[config.mk]
export PLATFORM = sky130hd
export DESIGN_NAME = event_logger
export DESIGN_NICKNAME = d
export VERILOG_FILES = /design/src/common/logger_pkg.sv /design/src/design/logger_regs.sv /design/src/design/pps_event.sv /design/src/design/msg_event.sv /design/src/record_packer/record_packer.sv /design/src/design/event_logger.sv
export SDC_FILE = /design/constraint.sdc
export NUM_CORES = 1
export LEC_CHECK = 0
export ABC_AREA = 1
export BUFFER_PORTS_ARGS = -buffer_cell sky130_fd_sc_hd__buf_2
export CORE_ASPECT_RATIO = 1.1
export CORE_UTILIZATION = 57
export CTS_CLUSTER_SIZE = 10
export DETAILED_ROUTE_END_ITERATION = 6
export PLACE_DENSITY = 0.77
export SLEW_MARGIN = 25
export SYNTH_ARGS = -nofsm -noshare
export SYNTH_HDL_FRONTEND = slang
export SYNTH_SLANG_ARGS = --single-unit
[constraint.sdc]
create_clock -name xclk -period 3.6 [get_ports xclk]
set_clock_uncertainty 0.2 [all_clocks]
set_input_delay 0.36 -clock xclk [delete_from_list [all_inputs] [get_ports xclk]]
set_output_delay 0.36 -clock xclk [all_outputs]
set_load 0.02 [all_outputs]
[src/common/logger_pkg.sv]
// shared widths, register map, config field positions and record layout
// of the event logger, imported by every logger module
package logger_pkg;

    localparam int GPIO_N     = 10;             // gpio input pins
    localparam int CFG_ADDR_W = 2;              // register address width
    localparam int WORD_W     = 16;             // logged word
    localparam int TS_W       = 32;             // local timestamp
    localparam int CHAN_W     = 2;              // channel code in header msbs
    localparam int SEQ_W      = WORD_W - CHAN_W; // rest of header is sequence
    localparam int PPS_SEL_W  = 2;              // pps pin select field
    localparam int MSG_SEL_W  = 4;              // msg trigger pin index field

    typedef logic [GPIO_N-1:0]     gpio_t;
    typedef logic [WORD_W-1:0]     word_t;
    typedef logic [TS_W-1:0]       tstamp_t;
    typedef logic [CFG_ADDR_W-1:0] cfg_addr_t;
    typedef logic [CHAN_W-1:0]     chan_t;
    typedef logic [SEQ_W-1:0]      seq_t;

    // packer states, one record word per state after IDLE
    typedef enum logic [2:0] {IDLE, HDR, TS_LO, TS_HI, PAYLOAD} pk_state_t;

    localparam cfg_addr_t ADDR_CONFIG  = 2'd0;   // configuration word
    localparam cfg_addr_t ADDR_MESSAGE = 2'd1;   // message word, low 16 bits

    localparam int CONF_PPS_SEL_LSB = 0;         // 1 - pin 2, 2 - pin 4, else off
    localparam int CONF_PPS_INV     = 2;
    localparam int CONF_MSG_SEL_LSB = 4;         // trigger pin index
    localparam int CONF_MSG_INV     = 8;
    localparam int CONF_EN          = 12;        // logger enable

    localparam logic [MSG_SEL_W-1:0] MSG_SEL_OFF = 4'hf; // trigger disabled
    localparam int PPS_PIN_A = 2;                // pps pin for select value 1
    localparam int PPS_PIN_B = 4;                // pps pin for select value 2

    localparam int DENOISE_CYCLES = 8;           // stable cycles before filter follows
    localparam int DENOISE_W      = $clog2(DENOISE_CYCLES);

    // record: header {chan, seq}, ts[15:0], ts[31:16], payload
    localparam int    RECORD_WORDS = 4;
    localparam chan_t CHAN_PPS     = 2'd0;
    localparam chan_t CHAN_MSG     = 2'd1;

endpackage

[src/design/logger_regs.sv]
`timescale 1ns/1ps
// logger register block: config word and message word
// a write lands on the clock edge that samples i_cfg_we, visible next cycle
module logger_regs import logger_pkg::*; (
    input  logic                 xclk,
    input  logic                 config_rst,
    input  logic                 i_cfg_we,
    input  cfg_addr_t            i_cfg_addr,
    input  logic [31:0]          i_cfg_data,
    output logic [PPS_SEL_W-1:0] o_pps_sel,
    output logic                 o_pps_inv,
    output logic [MSG_SEL_W-1:0] o_msg_sel,
    output logic                 o_msg_inv,
    output logic                 o_logger_en,
    output word_t                o_msg_word
);

    always_ff @(posedge xclk) begin
        if (config_rst) begin
            o_pps_sel   <= '0;             // pps channel off
            o_pps_inv   <= 1'b0;
            o_msg_sel   <= '0;
            o_msg_inv   <= 1'b0;
            o_logger_en <= 1'b0;           // logger off until software enables
            o_msg_word  <= '0;
        end else if (i_cfg_we) begin
            case (i_cfg_addr)
                ADDR_CONFIG: begin
                    o_pps_sel   <= i_cfg_data[CONF_PPS_SEL_LSB +: PPS_SEL_W];
                    o_pps_inv   <= i_cfg_data[CONF_PPS_INV];
                    o_msg_sel   <= i_cfg_data[CONF_MSG_SEL_LSB +: MSG_SEL_W];
                    o_msg_inv   <= i_cfg_data[CONF_MSG_INV];
                    o_logger_en <= i_cfg_data[CONF_EN];
                end
                ADDR_MESSAGE: begin
                    o_msg_word  <= i_cfg_data[WORD_W-1:0]; // upper half dropped
                end
                default: begin
                    // unmapped address, nothing stored
                end
            endcase
        end
    end

endmodule

[src/design/pps_event.sv]
`timescale 1ns/1ps
// gps one-second pulse source: pin select, invert, glitch filter, rising edge
// each accepted pulse raises o_rq with the running pulse count as payload
module pps_event import logger_pkg::*; (
    input  logic                 xclk,
    input  logic                 config_rst,
    input  gpio_t                i_gpio,
    input  logic [PPS_SEL_W-1:0] i_pps_sel,
    input  logic                 i_pps_inv,
    input  logic                 i_logger_en,
    input  logic                 i_ack,        // one-cycle pulse from packer
    output logic                 o_rq,
    output word_t                o_payload
);

    logic                 pin_sel;     // selected pin, before invert
    logic                 pps_on;      // select code names a pin
    logic                 pps_in;
    logic [2:0]           pps_d;       // input shift stages
    logic                 filt;        // denoised level
    logic                 filt_d;      // edge stage
    logic [DENOISE_W-1:0] dn_cnt;      // cycles left before filt follows
    logic                 take;        // rising edge accepted as new request
    word_t                pulse_cnt;

    always_comb begin
        pps_on  = 1'b1;
        case (i_pps_sel)
            2'd1:    pin_sel = i_gpio[PPS_PIN_A];
            2'd2:    pin_sel = i_gpio[PPS_PIN_B];
            default: begin
                pin_sel = 1'b0;
                pps_on  = 1'b0;    // codes 0 and 3, channel off
            end
        endcase
    end

    assign pps_in = pps_on && (pin_sel ^ i_pps_inv); // off channel stays low with invert
    assign take   = i_logger_en && filt && !filt_d && !o_rq; // pending rq ignores new edge

    always_ff @(posedge xclk) begin
        if (config_rst) begin
            pps_d  <= '0;
            filt   <= 1'b0;
            dn_cnt <= DENOISE_W'(DENOISE_CYCLES - 1);
        end else begin
            pps_d <= {pps_d[1:0], pps_in};
            if (pps_d[2] == filt) begin
                dn_cnt <= DENOISE_W'(DENOISE_CYCLES - 1); // agrees, restart window
            end else if (dn_cnt == '0) begin
                filt <= pps_d[2];  // new level held for the full window
            end else begin
                dn_cnt <= dn_cnt - 1'b1;
            end
        end
    end

    always_ff @(posedge xclk) begin
        if (config_rst || !i_logger_en) begin
            filt_d    <= 1'b1;   // a level already high at enable is no edge
            o_rq      <= 1'b0;
            pulse_cnt <= '0;     // first pulse after enable counts 1
        end else begin
            filt_d <= filt;
            if (filt && !filt_d) begin
                pulse_cnt <= pulse_cnt + 1'b1;
            end
            if (i_ack) begin
                o_rq <= 1'b0;    // drops the cycle after ack
            end else if (take) begin
                o_rq <= 1'b1;
            end
        end
    end

    always_ff @(posedge xclk) begin
        if (take) begin
            o_payload <= pulse_cnt + 1'b1; // count including this pulse
        end
    end

endmodule

[src/design/msg_event.sv]
`timescale 1ns/1ps
// message source: trigger pin by index, invert, 2-flop sync, rising edge
// a trigger latches the software message word and raises o_rq
module msg_event import logger_pkg::*; (
    input  logic                 xclk,
    input  logic                 config_rst,
    input  gpio_t                i_gpio,
    input  logic [MSG_SEL_W-1:0] i_msg_sel,
    input  logic                 i_msg_inv,
    input  logic                 i_logger_en,
    input  word_t                i_msg_word,
    input  logic                 i_ack,        // one-cycle pulse from packer
    output logic                 o_rq,
    output word_t                o_payload
);

    logic [2**MSG_SEL_W-1:0] gpio_x;    // pins padded to the full index range
    logic                    trig;
    logic [1:0]              trig_sync;
    logic                    trig_prev; // edge stage
    logic                    take;

    assign gpio_x = {{(2**MSG_SEL_W - GPIO_N){1'b0}}, i_gpio}; // indices past GPIO_N read 0
    assign trig   = (i_msg_sel != MSG_SEL_OFF) && (gpio_x[i_msg_sel] ^ i_msg_inv);
    assign take   = i_logger_en && trig_sync[1] && !trig_prev && !o_rq;

    always_ff @(posedge xclk) begin
        if (config_rst) begin
            trig_sync <= '0;
        end else begin
            trig_sync <= {trig_sync[0], trig};  // 2 sync cycles
        end
    end

    always_ff @(posedge xclk) begin
        if (config_rst || !i_logger_en) begin
            trig_prev <= 1'b1;  // needs a low level before the next edge
            o_rq      <= 1'b0;
        end else begin
            trig_prev <= trig_sync[1];
            if (i_ack) begin
                o_rq <= 1'b0;
            end else if (take) begin
                o_rq <= 1'b1;   // 3rd cycle after the trigger edge
            end
        end
    end

    always_ff @(posedge xclk) begin
        if (take) begin
            o_payload <= i_msg_word; // word written before the trigger
        end
    end

endmodule

[src/record_packer/record_packer.sv]
`timescale 1ns/1ps
// record packer: fixed-priority grant (pps over msg), timestamp sample at grant,
// then header, ts low, ts high and payload on 4 consecutive strobed cycles
module record_packer import logger_pkg::*; (
    input  logic    xclk,
    input  logic    config_rst,
    input  logic    i_logger_en,
    input  logic    i_pps_rq,
    input  word_t   i_pps_payload,
    input  logic    i_msg_rq,
    input  word_t   i_msg_payload,
    input  tstamp_t i_ts_time,
    output logic    o_pps_ack,
    output logic    o_msg_ack,
    output word_t   o_data,
    output logic    o_data_stb
);

    pk_state_t state;
    logic      grant;      // idle and enabled, may accept a request
    chan_t     chan_r;     // granted channel
    tstamp_t   ts_r;       // time sampled at grant
    word_t     pay_r;
    seq_t      seq;        // record number, cleared only by reset

    assign grant     = (state == IDLE) && i_logger_en;
    assign o_pps_ack = grant && i_pps_rq;                // pps wins ties
    assign o_msg_ack = grant && i_msg_rq && !i_pps_rq;

    always_ff @(posedge xclk) begin
        if (config_rst) begin
            state <= IDLE;
            seq   <= '0;
        end else begin
            case (state)
                IDLE: begin
                    if (o_pps_ack || o_msg_ack) begin
                        state <= HDR;
                    end
                end
                HDR:     state <= TS_LO;
                TS_LO:   state <= TS_HI;
                TS_HI:   state <= PAYLOAD;
                PAYLOAD: begin
                    state <= IDLE;       // at least one idle cycle between records
                    seq   <= seq + 1'b1;
                end
                default: state <= IDLE;
            endcase
        end
    end

    // capture in the ack cycle
    always_ff @(posedge xclk) begin
        if (o_pps_ack) begin
            chan_r <= CHAN_PPS;
            pay_r  <= i_pps_payload;
        end else if (o_msg_ack) begin
            chan_r <= CHAN_MSG;
            pay_r  <= i_msg_payload;
        end
        if (o_pps_ack || o_msg_ack) begin
            ts_r <= i_ts_time;
        end
    end

    always_comb begin
        case (state)
            HDR:     o_data = {chan_r, seq};          // channel in top bits
            TS_LO:   o_data = ts_r[WORD_W-1:0];
            TS_HI:   o_data = ts_r[TS_W-1:WORD_W];
            PAYLOAD: o_data = pay_r;
            default: o_data = '0;
        endcase
    end

    assign o_data_stb = (state != IDLE); // high for the 4 word states only

endmodule

[src/design/event_logger.sv]
`timescale 1ns/1ps
// event logger top, single xclk domain
// register block feeds the pps and message sources, packer emits 4-word records
module event_logger import logger_pkg::*; (
    input  logic        xclk,
    input  logic        config_rst,
    input  logic        i_cfg_we,       // one-cycle register write
    input  cfg_addr_t   i_cfg_addr,
    input  logic [31:0] i_cfg_data,
    input  gpio_t       i_gpio,         // level inputs
    input  tstamp_t     i_ts_time,      // free-running local time
    output word_t       o_data,
    output logic        o_data_stb      // one per record word
);

    logic [PPS_SEL_W-1:0] pps_sel;
    logic                 pps_inv;
    logic [MSG_SEL_W-1:0] msg_sel;
    logic                 msg_inv;
    logic                 logger_en;
    word_t                msg_word;
    logic                 pps_rq;       // held until pps_ack
    logic                 msg_rq;
    logic                 pps_ack;
    logic                 msg_ack;
    word_t                pps_payload;  // stable while pps_rq
    word_t                msg_payload;

    logger_regs regs0 (
        .xclk        (xclk),
        .config_rst  (config_rst),
        .i_cfg_we    (i_cfg_we),
        .i_cfg_addr  (i_cfg_addr),
        .i_cfg_data  (i_cfg_data),
        .o_pps_sel   (pps_sel),
        .o_pps_inv   (pps_inv),
        .o_msg_sel   (msg_sel),
        .o_msg_inv   (msg_inv),
        .o_logger_en (logger_en),
        .o_msg_word  (msg_word)
    );

    pps_event pps0 (
        .xclk        (xclk),
        .config_rst  (config_rst),
        .i_gpio      (i_gpio),
        .i_pps_sel   (pps_sel),
        .i_pps_inv   (pps_inv),
        .i_logger_en (logger_en),
        .i_ack       (pps_ack),
        .o_rq        (pps_rq),
        .o_payload   (pps_payload)
    );

    msg_event msg0 (
        .xclk        (xclk),
        .config_rst  (config_rst),
        .i_gpio      (i_gpio),
        .i_msg_sel   (msg_sel),
        .i_msg_inv   (msg_inv),
        .i_logger_en (logger_en),
        .i_msg_word  (msg_word),
        .i_ack       (msg_ack),
        .o_rq        (msg_rq),
        .o_payload   (msg_payload)
    );

    record_packer packer0 (
        .xclk          (xclk),
        .config_rst    (config_rst),
        .i_logger_en   (logger_en),
        .i_pps_rq      (pps_rq),
        .i_pps_payload (pps_payload),
        .i_msg_rq      (msg_rq),
        .i_msg_payload (msg_payload),
        .i_ts_time     (i_ts_time),
        .o_pps_ack     (pps_ack),
        .o_msg_ack     (msg_ack),
        .o_data        (o_data),
        .o_data_stb    (o_data_stb)
    );

endmodule

# Word level (Yosys, flattened, before mapping)
# Index checks and enable logic that the tools add are counted.
[totals] word_cells=80 ff_bits=152 output_inout_bits=17 in_bits=79
[classes] n_lt_le_gt_ge=1 addsub=3 n_bitwise=3 eq_ne=10 n_reduce_logical=32 muxes=9
[ops] cell="16-bit one-hot mux with 4 select lines" count=1
[ops] cell="16-bit two-way mux" count=2
[ops] cell="16-bit by 1-bit adder with 16-bit output (second input constant)" count=1
[ops] cell="14-bit by 1-bit adder with 14-bit output (second input constant)" count=1
[ops] cell="1-bit logical AND" count=13
[ops] cell="3-bit one-hot mux with 4 select lines" count=1
[ops] cell="2-bit OR reduction" count=4
[ops] cell="3-bit by 2-bit equality test with 1-bit output (second input constant)" count=2
[ops] cell="3-bit logical NOT" count=2
[ops] cell="2-bit AND reduction" count=3
[ops] cell="1-bit logical NOT" count=5
[ops] cell="4-bit by 5-bit less-than comparator with 1-bit output (second input constant)" count=1
[ops] cell="1-bit binary-select mux with 4-bit select" count=1
[ops] cell="2-bit by 1-bit equality test with 1-bit output (second input constant)" count=2
[ops] cell="4-bit inequality test (second input constant)" count=1
[ops] cell="3-bit by 1-bit equality test with 1-bit output (second input constant)" count=1
[ops] cell="3-bit equality test (second input constant)" count=1
[ops] cell="3-bit two-way mux" count=1
[ops] cell="3-bit nonzero test" count=1
[ops] cell="3-bit by 1-bit subtractor with 3-bit output (second input constant)" count=1
[ops] cell="2-bit equality test (second input constant)" count=1
[ops] cell="2-bit logical NOT" count=1
[ops] cell="1-bit logical OR" count=2
[ops] cell="1-bit two-way mux" count=2
[ops] cell="6 further kinds" count=7

# Logic depth before layout (Yosys ltp)
# Gate-level depths: netlist of the first run.
[depth] word_depth=7 mapped_depth=9 ltp_nobuf=9

# Cells and area by module
# A second synthesis of the first run with hierarchy kept.
[unflattened] cells_unflattened=760 hier_area_um2=6717.7
[modules_own_cells] module="record_packer" cells_each=303 seq_area_each_um2=1801.7 n_inst=1 area_per_inst_um2=2932.8
[modules_own_cells] module="pps_event" cells_each=230 seq_area_each_um2=980.9 n_inst=1 area_per_inst_um2=1921.8
[modules_own_cells] module="logger_regs" cells_each=162 seq_area_each_um2=500.5 n_inst=1 area_per_inst_um2=1096.1
[modules_own_cells] module="msg_event" cells_each=65 seq_area_each_um2=560.5 n_inst=1 area_per_inst_um2=767.0

# Least setup slack after synthesis of the first run
# No wires, ideal clock.
[synth_path] path_kind="register to register" from="reg regs0.o_logger_en" to="reg msg0.o_payload[0], enable pin" arrival_time_ns=2.116 synth_period_minus_slack_ns=2.748 setup_ns=0.433 path_buffers=0 required_ns=2.967 path_slack_ns=0.852 path_stages_with_launch=3 path_cell_list="dfxtp_1 > inv_1 > nor4_1"
[synth_via] elab_chain_cells=3
[synth_rtl] element="start: declaration" line="logger_regs.sv:14" rtl="output logic o_logger_en,"
[synth_rtl] element="start signal: assignment" line="logger_regs.sv:33" rtl="o_logger_en <= i_cfg_data[CONF_EN];"
[synth_rtl] element="1-bit logical AND (3 in a row)" line="msg_event.sv:25" rtl="assign take = i_logger_en && trig_sync[1] && !trig_prev && !o_rq;"
[synth_rtl] element="via msg0.take" line="msg_event.sv:21" rtl="logic take;"
[synth_rtl] element="end signal: assignment" line="msg_event.sv:51" rtl="o_payload <= i_msg_word;"
[synth_rtl] element="end: declaration" line="msg_event.sv:14" rtl="output word_t o_payload"
# The timed path passes the listed nets, and every way through them passes these cells.
# A chain may end at the register's enable or synchronous reset.

# Worst setup path in the final report of the first run
[layout_path] from="reg packer0.state[1]" to="out o_data[6]"
[layout_via] elab_chain_cells=2 word_cells_on_any_way=5 classes_between="eq/ne (4); mux (1)"
[layout_rtl] element="start: declaration" line="record_packer.sv:19" rtl="pk_state_t state;"
[layout_rtl] element="start signal: assignment" line="record_packer.sv:32" rtl="state <= IDLE;"
[layout_rtl] element="start signal: assignment" line="record_packer.sv:38" rtl="state <= HDR;"
[layout_rtl] element="start signal: assignment" line="record_packer.sv:41" rtl="HDR: state <= TS_LO;"
[layout_rtl] element="3-bit equality test, or another cell as far along" line="record_packer.sv:68" rtl="case (state)"
[layout_rtl] element="16-bit one-hot mux with 4 select lines *" line="record_packer.sv:68"
[layout_rtl] element="end: declaration" line="event_logger.sv:12" rtl="output word_t o_data,"
# Every way passes the cells marked *; elsewhere a longest branch is shown, timed or not.

==> results.cfg, run 1 <==
[worst_hold_path]
min_path_type = in2reg
worstHoldPathCells = 3

[clocking]
insertion_delay_ns = 0.43
clockRootBuffer = clkbuf_16
clk_pin_slew_ns = 0.06
clockBufferDepth = 2
cts_hold_repair.buffers = 34
tritoncts.num_buffers = 17
cts.htree.levels = 4
tritoncts_num_sinks = 152
post_cts_resize_count = 0
postCtsSetupBuffers = 0
cts_tree = built

[global_route]
grt_antenna_before_repair = 0
global_route.overflow_total = 0
first_global_vias = 4912
grt_start_max_net_pins = 50
first_pass_grt_wire_length_mm = 22.18
globalRouteTotalUtil_pct = 25.46

[worst_setup_path]
critical_path_class = reg2out
timing.critical_path.required_ns = 3.04
ff2ff_path_depth = 4
worstSetupStartpoint = packer0.state[1]$_SDFFE_PP0P_
cp_data_arrival_time_ns = 2.15
reg2reg_slack_ns = 1.27
critical_path.endpoint_type = output port
worstSetupStartpointType = flop
path_max_fanout = 16
worst_setup_path_endpoint = o_data[6]
critical_path.reg2reg.endpoint = packer0.pay_r[3]$_DFFE_PP_
crit-reg2reg-launch = packer0.state[2]$_SDFFE_PP0P_

[die]
ios = 96
die_area_um2 = 11650
core_um2 = 10910
std_cell_rows = 40
fp.dieW_um = 103.0
fp.dieH_um = 113.1
start_util_pct = 58.64

[timing]
count_of_pins_over_their_slew_limit = 0
timing.hold.ws_ns = 0.01097
rsz0062_at_grt = false
slew_headroom_pct = 49.62
tightestPinTransition_ns = 0.7535
setup_violations = 0
fmax_ghz = 0.3684
totalNegativeSetupSlack_ns = 0
timing.final.crit_share_pct = 75.41
slack_of_the_critical_path_ns = 0.8852
timing.final.hold_violations = 0
final_period_minus_worst_setup_slack_ns = 2.715

[layout]
final_cells = 950
final_core_utilization_pct = 72.43
finalInstanceArea_um2 = 7903
finish.net_count = 875
flow.area_growth_from_synthesis_pct = 23.53
antenna_cells = 0
final_layout_size_suffix_gt1_share_pct = 18.56

[route]
detail_route.iter0.violations = 333
ant_nets = 0
detail_route.vias_per_cell = 5.228
wire_per_inst_um = 14.68
remaining_drc_errors = 0
vias = 4967
detailedRoute.firstPassIterationCount = 5
drt_wl_total_mm = 13.94

[power]
design_power_total_mw = 3.779
power_leakage_nw = 3.154
worst_ir_drop_vdd_uv = 284.3
p_per_area_nw_per_um2 = 478.1

[logic_synthesis]
ys_ff_latch = 152
synth_seq_area_share_pct = 60.08
syn-cell-area_um2 = 6397
synth_nets = 755
post_synth.cell_area_avg_um2 = 9.548
yosys_warnings = 0
synth_edf_count = 80
ys.flop_type = edfxtp_1
async_reset_ff_share_pct = 0
postSynthCellCount = 670
synth.distinct_cells = 42

[placed_design]
gp_routability_congestion = 0.9051
dp_cells = 884
placement.io_buffers = 79
placed_cell_area_um2 = 6953
hpwl_mm = 9.299
pre_cts_ws_ns = 1.272

[run_status]
status = completed

[job]
maxCapViolations = 0
==> critical path, cell delays in order, from the launching register on <==
cell	delay [ns]
dfxtp_1	0.32
inv_1	0.16
nand3_1	0.56
o2111ai_1	0.46
buf_2	0.23
==> cells in the mapped netlist, drive strengths merged, types with 2 or more instances <==
master	number	area, um^2
buf	10	61.30
clkbuf	11	41.29
nand4	5	37.53
o211ai	2	15.01
nor4	2	12.51
nand2	144	560.5
dfxtp	72	1441
o2111ai	15	131.4
clkinv	2	8.750
a21oi	51	255.2
nand3b	2	15.01
xor2	9	78.83
nor3b	2	31.28
nor2	44	200.2
o21ai	50	254.0
ha	6	75.07
nand3	45	265.3
edfxtp	80	2402
inv	99	371.6
nor3	13	92.59
==> placed cells by master (no fill, tap or decap), types with 2 or more instances in the layout <==
cell,Yosys,final
nand2_1,140,140
nor2_4,3,3
nand3b_1,2,2
nand3_2,3,3
bufinv_16,0,2
nand3_4,2,2
o211ai_1,2,2
xor2_1,9,9
clkbuf_16,0,18
nand2_2,2,2
nand4_1,4,4
clkinv_2,1,2
nand3_1,40,40
nor2_1,36,36
nor3_4,2,2
nor3_2,1,2
inv_1,97,97
edfxtp_1,80,80
dfxtp_1,72,72
buf_4,2,9
o2111ai_1,15,15
nor3_1,10,9
ha_1,6,6
nor2_2,5,5
o21ai_1,2,2
inv_6,0,6
buf_2,7,79
inv_2,2,2
dlygate4sd3_1,0,34
o21ai_0,47,47
clkinv_4,0,4
nand2_4,2,2
a21oi_1,51,51
==> sequential cells by signal, summed over array words and instances (netlist names), 4 cells and up <==
signal,count
pps0.pulse_cnt,16
regs0.o_msg_sel,4
packer0.seq,14
regs0.o_msg_word,16
msg0.o_payload,16
packer0.ts_r,32
pps0.o_payload,16
packer0.pay_r,16
==> cells by family (layout without fill, tap and decap cells) <==
| logic type | Yosys count | after routing | synth area share [%] |
|---|---|---|---|
| compound gates | 121 | 121 | 10.64 |
| xor+xnor | 10 | 10 | 1.369 |
| fa+ha+maj | 6 | 6 | 1.173 |
| buf+inv | 122 | 255 | 7.549 |
| flops | 152 | 152 | 60.08 |
| simple gates | 259 | 259 | 19.19 |
==> routing by layer <==
layer  global-route usage, %  wire, um  share of wire (%)
met4                   11.46       316                2.3
met2                   45.64      7379                 53
met5                       0         0                  0
met3                   6.609       686                4.9
met1                   27.78      5560                 40
==> worst min-delay path by stage <==
stage                                        end  slack (ns)                    startpoint
6_report       regs0.o_msg_word[14]$_SDFFE_PP0P_        0.01                i_cfg_data[14]
5_1_grt        regs0.o_msg_word[15]$_SDFFE_PP0P_        0.04                i_cfg_data[15]
4_1_cts        regs0.o_msg_word[14]$_SDFFE_PP0P_       0.001                i_cfg_data[14]
3_5_place_dp        msg0.trig_sync[1]$_SDFF_PP0_        0.20  msg0.trig_sync[0]$_SDFF_PP0_
3_3_place_gp        msg0.trig_sync[1]$_SDFF_PP0_        0.20  msg0.trig_sync[0]$_SDFF_PP0_
2_1_floorplan       msg0.trig_sync[1]$_SDFF_PP0_        0.19  msg0.trig_sync[0]$_SDFF_PP0_
==> area by class of cell <==
class / instances / area, um^2
tap: 147 / 183.9
fill: 768 / 3008
sequential: 152 / 3844
timing repair buffer: 122 / 803.3
inverter: 101 / 380.4
clock inverter: 14 / 158.9
clock buffer: 18 / 450.4
multi-input combinational: 396 / 2082
==> report_power, final <==
part / internal, mW / leakage, nW / total (mW) / switching [mW]
logic: 0.0680 / 1.57 / 0.131 / 0.0628
clock network: 1.08 / 0.302 / 1.80 / 0.726
registers: 1.83 / 1.28 / 1.84 / 0.0117
total: 2.98 / 3.15 / 3.78 / 0.801
No activity file was read; power rests on OpenSTA's default activity.
==> run 2, diff against run 1 <==
==> constraint.sdc (replaced) <==
create_clock -name xclk -period 2.8 [get_ports xclk]
set_clock_uncertainty 0.2 [all_clocks]
set_input_delay 0.28 -clock xclk [delete_from_list [all_inputs] [get_ports xclk]]
set_output_delay 0.28 -clock xclk [all_outputs]
set_load 0.02 [all_outputs]
==> results.cfg, run 2 (same netlist as run 1, synthesis figures left out) <==
[run_status]
status = completed

[clocking]
postCtsSetupBuffers = 0
insertion_delay_ns = 0.41
clk_pin_slew_ns = 0.06
cts.htree.levels = 4
cts_tree = built
clockRootBuffer = clkbuf_16
clockBufferDepth = 2
tritoncts_num_sinks = 152
tritoncts.num_buffers = 17

[die]
core_um2 = 10910
fp.dieW_um = 103.0
fp.dieH_um = 113.1
ios = 96
die_area_um2 = 11650
start_util_pct = 58.64
std_cell_rows = 40

[power]
p_per_area_nw_per_um2 = 608.0
combPwrFrac_pct = 3.8
power.share.clock_pct = 47.9
power.switching_mw = 0.9943
design_power_total_mw = 4.912
power_leakage_nw = 3.230
power_frac_seq_pct = 48.3
worst_ir_drop_vdd_uv = 325.9
internal_cell_power_mw = 3.918
p_sw_share_pct = 20.24

[global_route]
global_route.overflow_total = 0
globalRouteTotalUtil_pct = 26.85
first_global_vias = 4954
grt_start_max_net_pins = 50
first_pass_grt_wire_length_mm = 23.27
grt_antenna_before_repair = 0

[timing]
timing.final.crit_share_pct = 86.91
fmax_ghz = 0.4109
tightestPinTransition_ns = 0.8207
totalNegativeSetupSlack_ns = 0
setup_violations = 0
timing.final.hold_violations = 0
slew_headroom_pct = 45.13
timing.hold.ws_ns = 0.01604
rsz0062_at_grt = false
final_period_minus_worst_setup_slack_ns = 2.434
count_of_pins_over_their_slew_limit = 0

[worst_setup_path]
critical_path_class = reg2out
path_max_fanout = 16
crit_path_max_incr_delay_ns = 0.45
timing.critical_path.required_ns = 2.32
worst-path-buf-inv = 2
worstSetupStartpointType = flop
critical-path-top-delay-family = buffers and inverters
critical_path.endpoint_type = output port
worstPathCellList = nand3_1 > inv_1 > nand2_1 > o2111ai_1 > buf_2
cp_data_arrival_time_ns = 1.95
critical_path.slowest_cell = inv_1

[layout]
largest_reg_flops = 32
final_cells = 963
final_common_cell = nand2_1
antenna_cells = 0
final_core_utilization_pct = 74.05
final_layout_size_suffix_gt1_share_pct = 18.63
largest_register = packer0.ts_r
final_cell_mix = nand2_1, inv_1, edfxtp_1
finish.net_count = 888
flow.area_growth_from_synthesis_pct = 26.29
fillCellCount = 738

[job]
maxCapViolations = 0

[route]
routed.top_layer = met4
detail_route.iter0.violations = 319
wire_per_inst_um = 15.27
remaining_drc_errors = 0
met2RoutedLength_mm = 7.875
detailedRoute.firstPassIterationCount = 5
detail_route.vias_per_cell = 5.322
drt-met1-wl_mm = 5.703
vias = 5125
met3_wirelength_um = 807
ant_nets = 0
drt_wl_total_mm = 14.70

[placed_design]
placement.io_buffers = 79
hpwl_mm = 9.474
dp_cells = 886
gp_routability_congestion = 0.9447

[worst_hold_path]
min_path_type = in2reg
==> run 2: cell types whose count changed in the layout (fill, tap and decap cells not counted), moves of 2 or more <==
cell           previous run  this run
clkbuf_8                  0         2
clkbuf_16                18        22
dlygate4sd3_1            34        45
bufinv_16                 2         0
inv_6                     6         2
==> run 2: tightest hold or removal path, stage by stage <==
cell and delay, ns:
buf_2 0.09, o21ai_0 0.07, a21oi_1 0.14
==> run 2: repair_timing <==
| action | in CTS | in global routing |
|---|---|---|
| gates resized for setup | 0 | 1 |
| hold buffers | 45 | 0 |
| endpoints found under the hold margin | 48 | 0 |
| endpoints found under the setup margin | 0 | 3 |
==> run 2: final cells by class <==
cell class / instances / area, um^2 / share of cell area, %
sequential: 152 / 3844 / 47.58
multi-input combinational: 396 / 2087 / 25.83
timing repair buffer: 135 / 940.9 / 11.65
clock buffer: 24 / 578.1 / 7.155
inverter: 101 / 380.4 / 4.708
tap: 147 / 183.9 / 2.277
clock inverter: 8 / 65.06 / 0.8053
==> run 2: per-layer routing <==
metal / track usage, % / vias to the layer above
li1: - / 2506
met4: 11.64 / 0
met1: 29.53 / 2413
met5: 0 / -
met3: 5.930 / 26
met2: 48.84 / 180
==> run 2: stage by stage <==
step / worst slack, ns / cell area (um^2)
2_1_floorplan: 0.05169 / 6397
3_3_place_gp: 0.6658 / 6980
3_5_place_dp: 0.6171 / 6980
4_1_cts: 0.1581 / 8074
5_1_grt: 0.2581 / 8079
6_report: 0.3665 / 8079
==> run 2: power groups by stage <==
stage               combinational [mW]  clock (mW)  sequential [mW]
floorplan                       0.0639           0             2.41
global placement                 0.124           0             2.42
detailed placement               0.130           0             2.42
CTS                              0.180        2.38             2.37
global route                     0.202        2.48             2.37
finish                           0.185        2.36             2.37
==> run 2: worst paths after layout <==
path | startpoint | cells past startpoint | endpoint | slack (ns)
worst max-delay path | packer0.state[1]$_SDFFE_PP0P_ | 5 | o_data[8] | 0.37
worst min-delay path | i_cfg_data[1] | 3 | regs0.o_msg_word[1]$_SDFFE_PP0P_ | 0.02
worst max register to register | pps0.filt$_SDFFE_PP0P_ | 6 | pps0.o_payload[10]$_DFFE_PP_ | 0.77
worst min register to register | msg0.trig_sync[0]$_SDFF_PP0_ | 2 | msg0.trig_sync[1]$_SDFF_PP0_ | 0.20
==> run 3, diff against run 2 <==
--- a/config.mk
+++ b/config.mk
@@ -7,11 +7,12 @@
 export LEC_CHECK = 0
 export ABC_AREA = 1
 export BUFFER_PORTS_ARGS = -buffer_cell sky130_fd_sc_hd__buf_2
+export CAP_MARGIN = 20
 export CORE_ASPECT_RATIO = 1.1
-export CORE_UTILIZATION = 57
+export CORE_UTILIZATION = 35
 export CTS_CLUSTER_SIZE = 10
 export DETAILED_ROUTE_END_ITERATION = 6
-export PLACE_DENSITY = 0.77
+export PLACE_DENSITY = 0.5
 export SLEW_MARGIN = 25
 export SYNTH_ARGS = -nofsm -noshare
 export SYNTH_HDL_FRONTEND = slang
==> results.cfg, run 3 (same netlist as run 1, synthesis figures left out) <==
[layout]
final_cell_mix = nand2_1, inv_1, edfxtp_1
final_layout_size_suffix_gt1_share_pct = 17.93
antenna_cells = 0
flow.area_growth_from_synthesis_pct = 27.24
final_core_utilization_pct = 45.72
finalInstanceArea_um2 = 8140
fillCellCount = 1702
final_common_cell = nand2_1
area.sequential_um2 = 3844
final_cells = 1058
finish.net_count = 892
multi_input_logic_area_um2 = 2082
largest_reg_flops = 32
largest_register = packer0.ts_r

[worst_setup_path]
crit_path_max_incr_delay_ns = 0.44
critical_path.slowest_cell = inv_1
ff2ff_path_depth = 6
worst-path-buf-inv = 2
reg2reg_slack_ns = 0.77
worstSetupStartpoint = packer0.state[1]$_SDFFE_PP0P_
worst_setup_path_endpoint = o_data[8]
cp.depth = 5
timing.critical_path.required_ns = 2.32
crit-reg2reg-launch = packer0.state[2]$_SDFFE_PP0P_
worstSetupStartpointType = flop
path_max_fanout = 16
cp_data_arrival_time_ns = 1.92
worstPathCellList = nand3_1 > inv_1 > nand2_1 > o2111ai_1 > buf_2
critical_path_class = reg2out
critical-path-top-delay-family = buffers and inverters
critical_path.reg2reg.endpoint = packer0.ts_r[27]$_DFFE_PP_
critical_path.endpoint_type = output port

[clocking]
clockBufferDepth = 2
clockRootBuffer = clkbuf_16
clk_pin_slew_ns = 0.06
post_cts_resize_count = 0
insertion_delay_ns = 0.42
tritoncts.num_buffers = 17
tritoncts_num_sinks = 152
cts.htree.levels = 4
cts_tree = built

[timing]
slew_headroom_pct = 43.07
fmax_ghz = 0.4158
totalNegativeSetupSlack_ns = 0
setup_violations = 0
rsz0062_at_grt = false
final_period_minus_worst_setup_slack_ns = 2.405
timing.hold.ws_ns = 0.02566
timing.final.hold_violations = 0
count_of_pins_over_their_slew_limit = 0
tightestPinTransition_ns = 0.8516
slack_of_the_critical_path_ns = 0.3950
timing.final.crit_share_pct = 85.89

[placed_design]
pre_cts_ws_ns = 0.7793
gp_routability_congestion = 0.8542
hpwl_mm = 10.22
placed_cell_area_um2 = 7102
placement.io_buffers = 79
dp_cells = 978

[die]
ios = 96
fp.dieH_um = 143.8
std_cell_rows = 51
start_util_pct = 35.93
fp.dieW_um = 130.9
die_area_um2 = 18820
core_um2 = 17800

[global_route]
grt_start_max_net_pins = 38
global_route.overflow_total = 0
globalRouteTotalUtil_pct = 16.12
first_pass_grt_wire_length_mm = 22.86
first_global_vias = 4853
grt_antenna_before_repair = 0

[job]
maxCapViolations = 0

[power]
design_power_total_mw = 4.692
power_leakage_nw = 3.204
worst_ir_drop_vdd_uv = 456.5
combPwrFrac_pct = 3.8
power.share.clock_pct = 45.7
p_per_area_nw_per_um2 = 576.4
internal_cell_power_mw = 3.741
power.switching_mw = 0.9512
p_sw_share_pct = 20.27
power_frac_seq_pct = 50.5

[route]
drt_wl_total_mm = 14.54
detail_route.iter0.violations = 255
ant_nets = 0
wire_per_inst_um = 13.75
detailedRoute.firstPassIterationCount = 4
vias = 4928
detail_route.vias_per_cell = 4.658
remaining_drc_errors = 0

[worst_hold_path]
min_path_type = in2reg

[run_status]
status = completed
-- run 3: repair_timing --
item,4_1_cts,5_1_grt
endpoints found under the hold margin,56,0
buffers inserted,0,0
hold buffers,48,0
-- run 3: worst register-to-register path, stage by stage (launching register included) --
cell and delay, ns:
dfxtp_1 0.35, nor2_2 0.23, nand2_4 0.08, nor3b_4 0.20, nand2_2 0.08, nand2_2 0.29
buf_12 0.28
-- run 3: area by class of cell --
| cell class | count | share of cell area, % |
|---|---|---|
| inverter | 101 | 4.673 |
| tap | 238 | 3.658 |
| timing repair buffer | 139 | 12.02 |
| multi-input combinational | 396 | 25.58 |
| clock buffer | 27 | 6.440 |
| sequential | 152 | 47.22 |
| clock inverter | 5 | 0.4150 |
-- run 3: power by group through the flow --
stage,registers [mW],clock network (mW),logic (mW)
4_1_cts,2.37,2.20,0.181
3_3_place_gp,2.42,0,0.125
2_1_floorplan,2.41,0,0.0639
6_report,2.37,2.14,0.179
3_5_place_dp,2.42,0,0.128
5_1_grt,2.37,2.29,0.201
-- run 3: how the worst min path moves through the flow --
stage | startpoint | end | slack, ns | cells past startpoint
after detailed placement | msg0.trig_sync[0]$_SDFF_PP0_ | msg0.trig_sync[1]$_SDFF_PP0_ | 0.19 | 2
after CTS | i_cfg_addr[0] | regs0.o_pps_inv$_SDFFE_PP0P_ | 0.007 | 4
after global routing | i_cfg_addr[0] | regs0.o_pps_inv$_SDFFE_PP0P_ | 0.02 | 4
final | i_cfg_addr[0] | regs0.o_pps_inv$_SDFFE_PP0P_ | 0.03 | 4
after global placement | pps0.pps_d[1]$_SDFF_PP0_ | pps0.pps_d[2]$_SDFF_PP0_ | 0.19 | 2
after floorplan | i_ts_time[0] | packer0.ts_r[0]$_DFFE_PP_ | 0.18 | 0
-- run 3: routing by layer --
| metal | GRT usage (%) | part of all wire [%] | routed length, um |
|---|---|---|---|
| met5 | 0 | 0 | 0 |
| met4 | 7.078 | 1.7 | 247 |
| met3 | 3.760 | 3.0 | 431 |
| met2 | 28.18 | 50 | 7311 |
| met1 | 18.63 | 45 | 6554 |
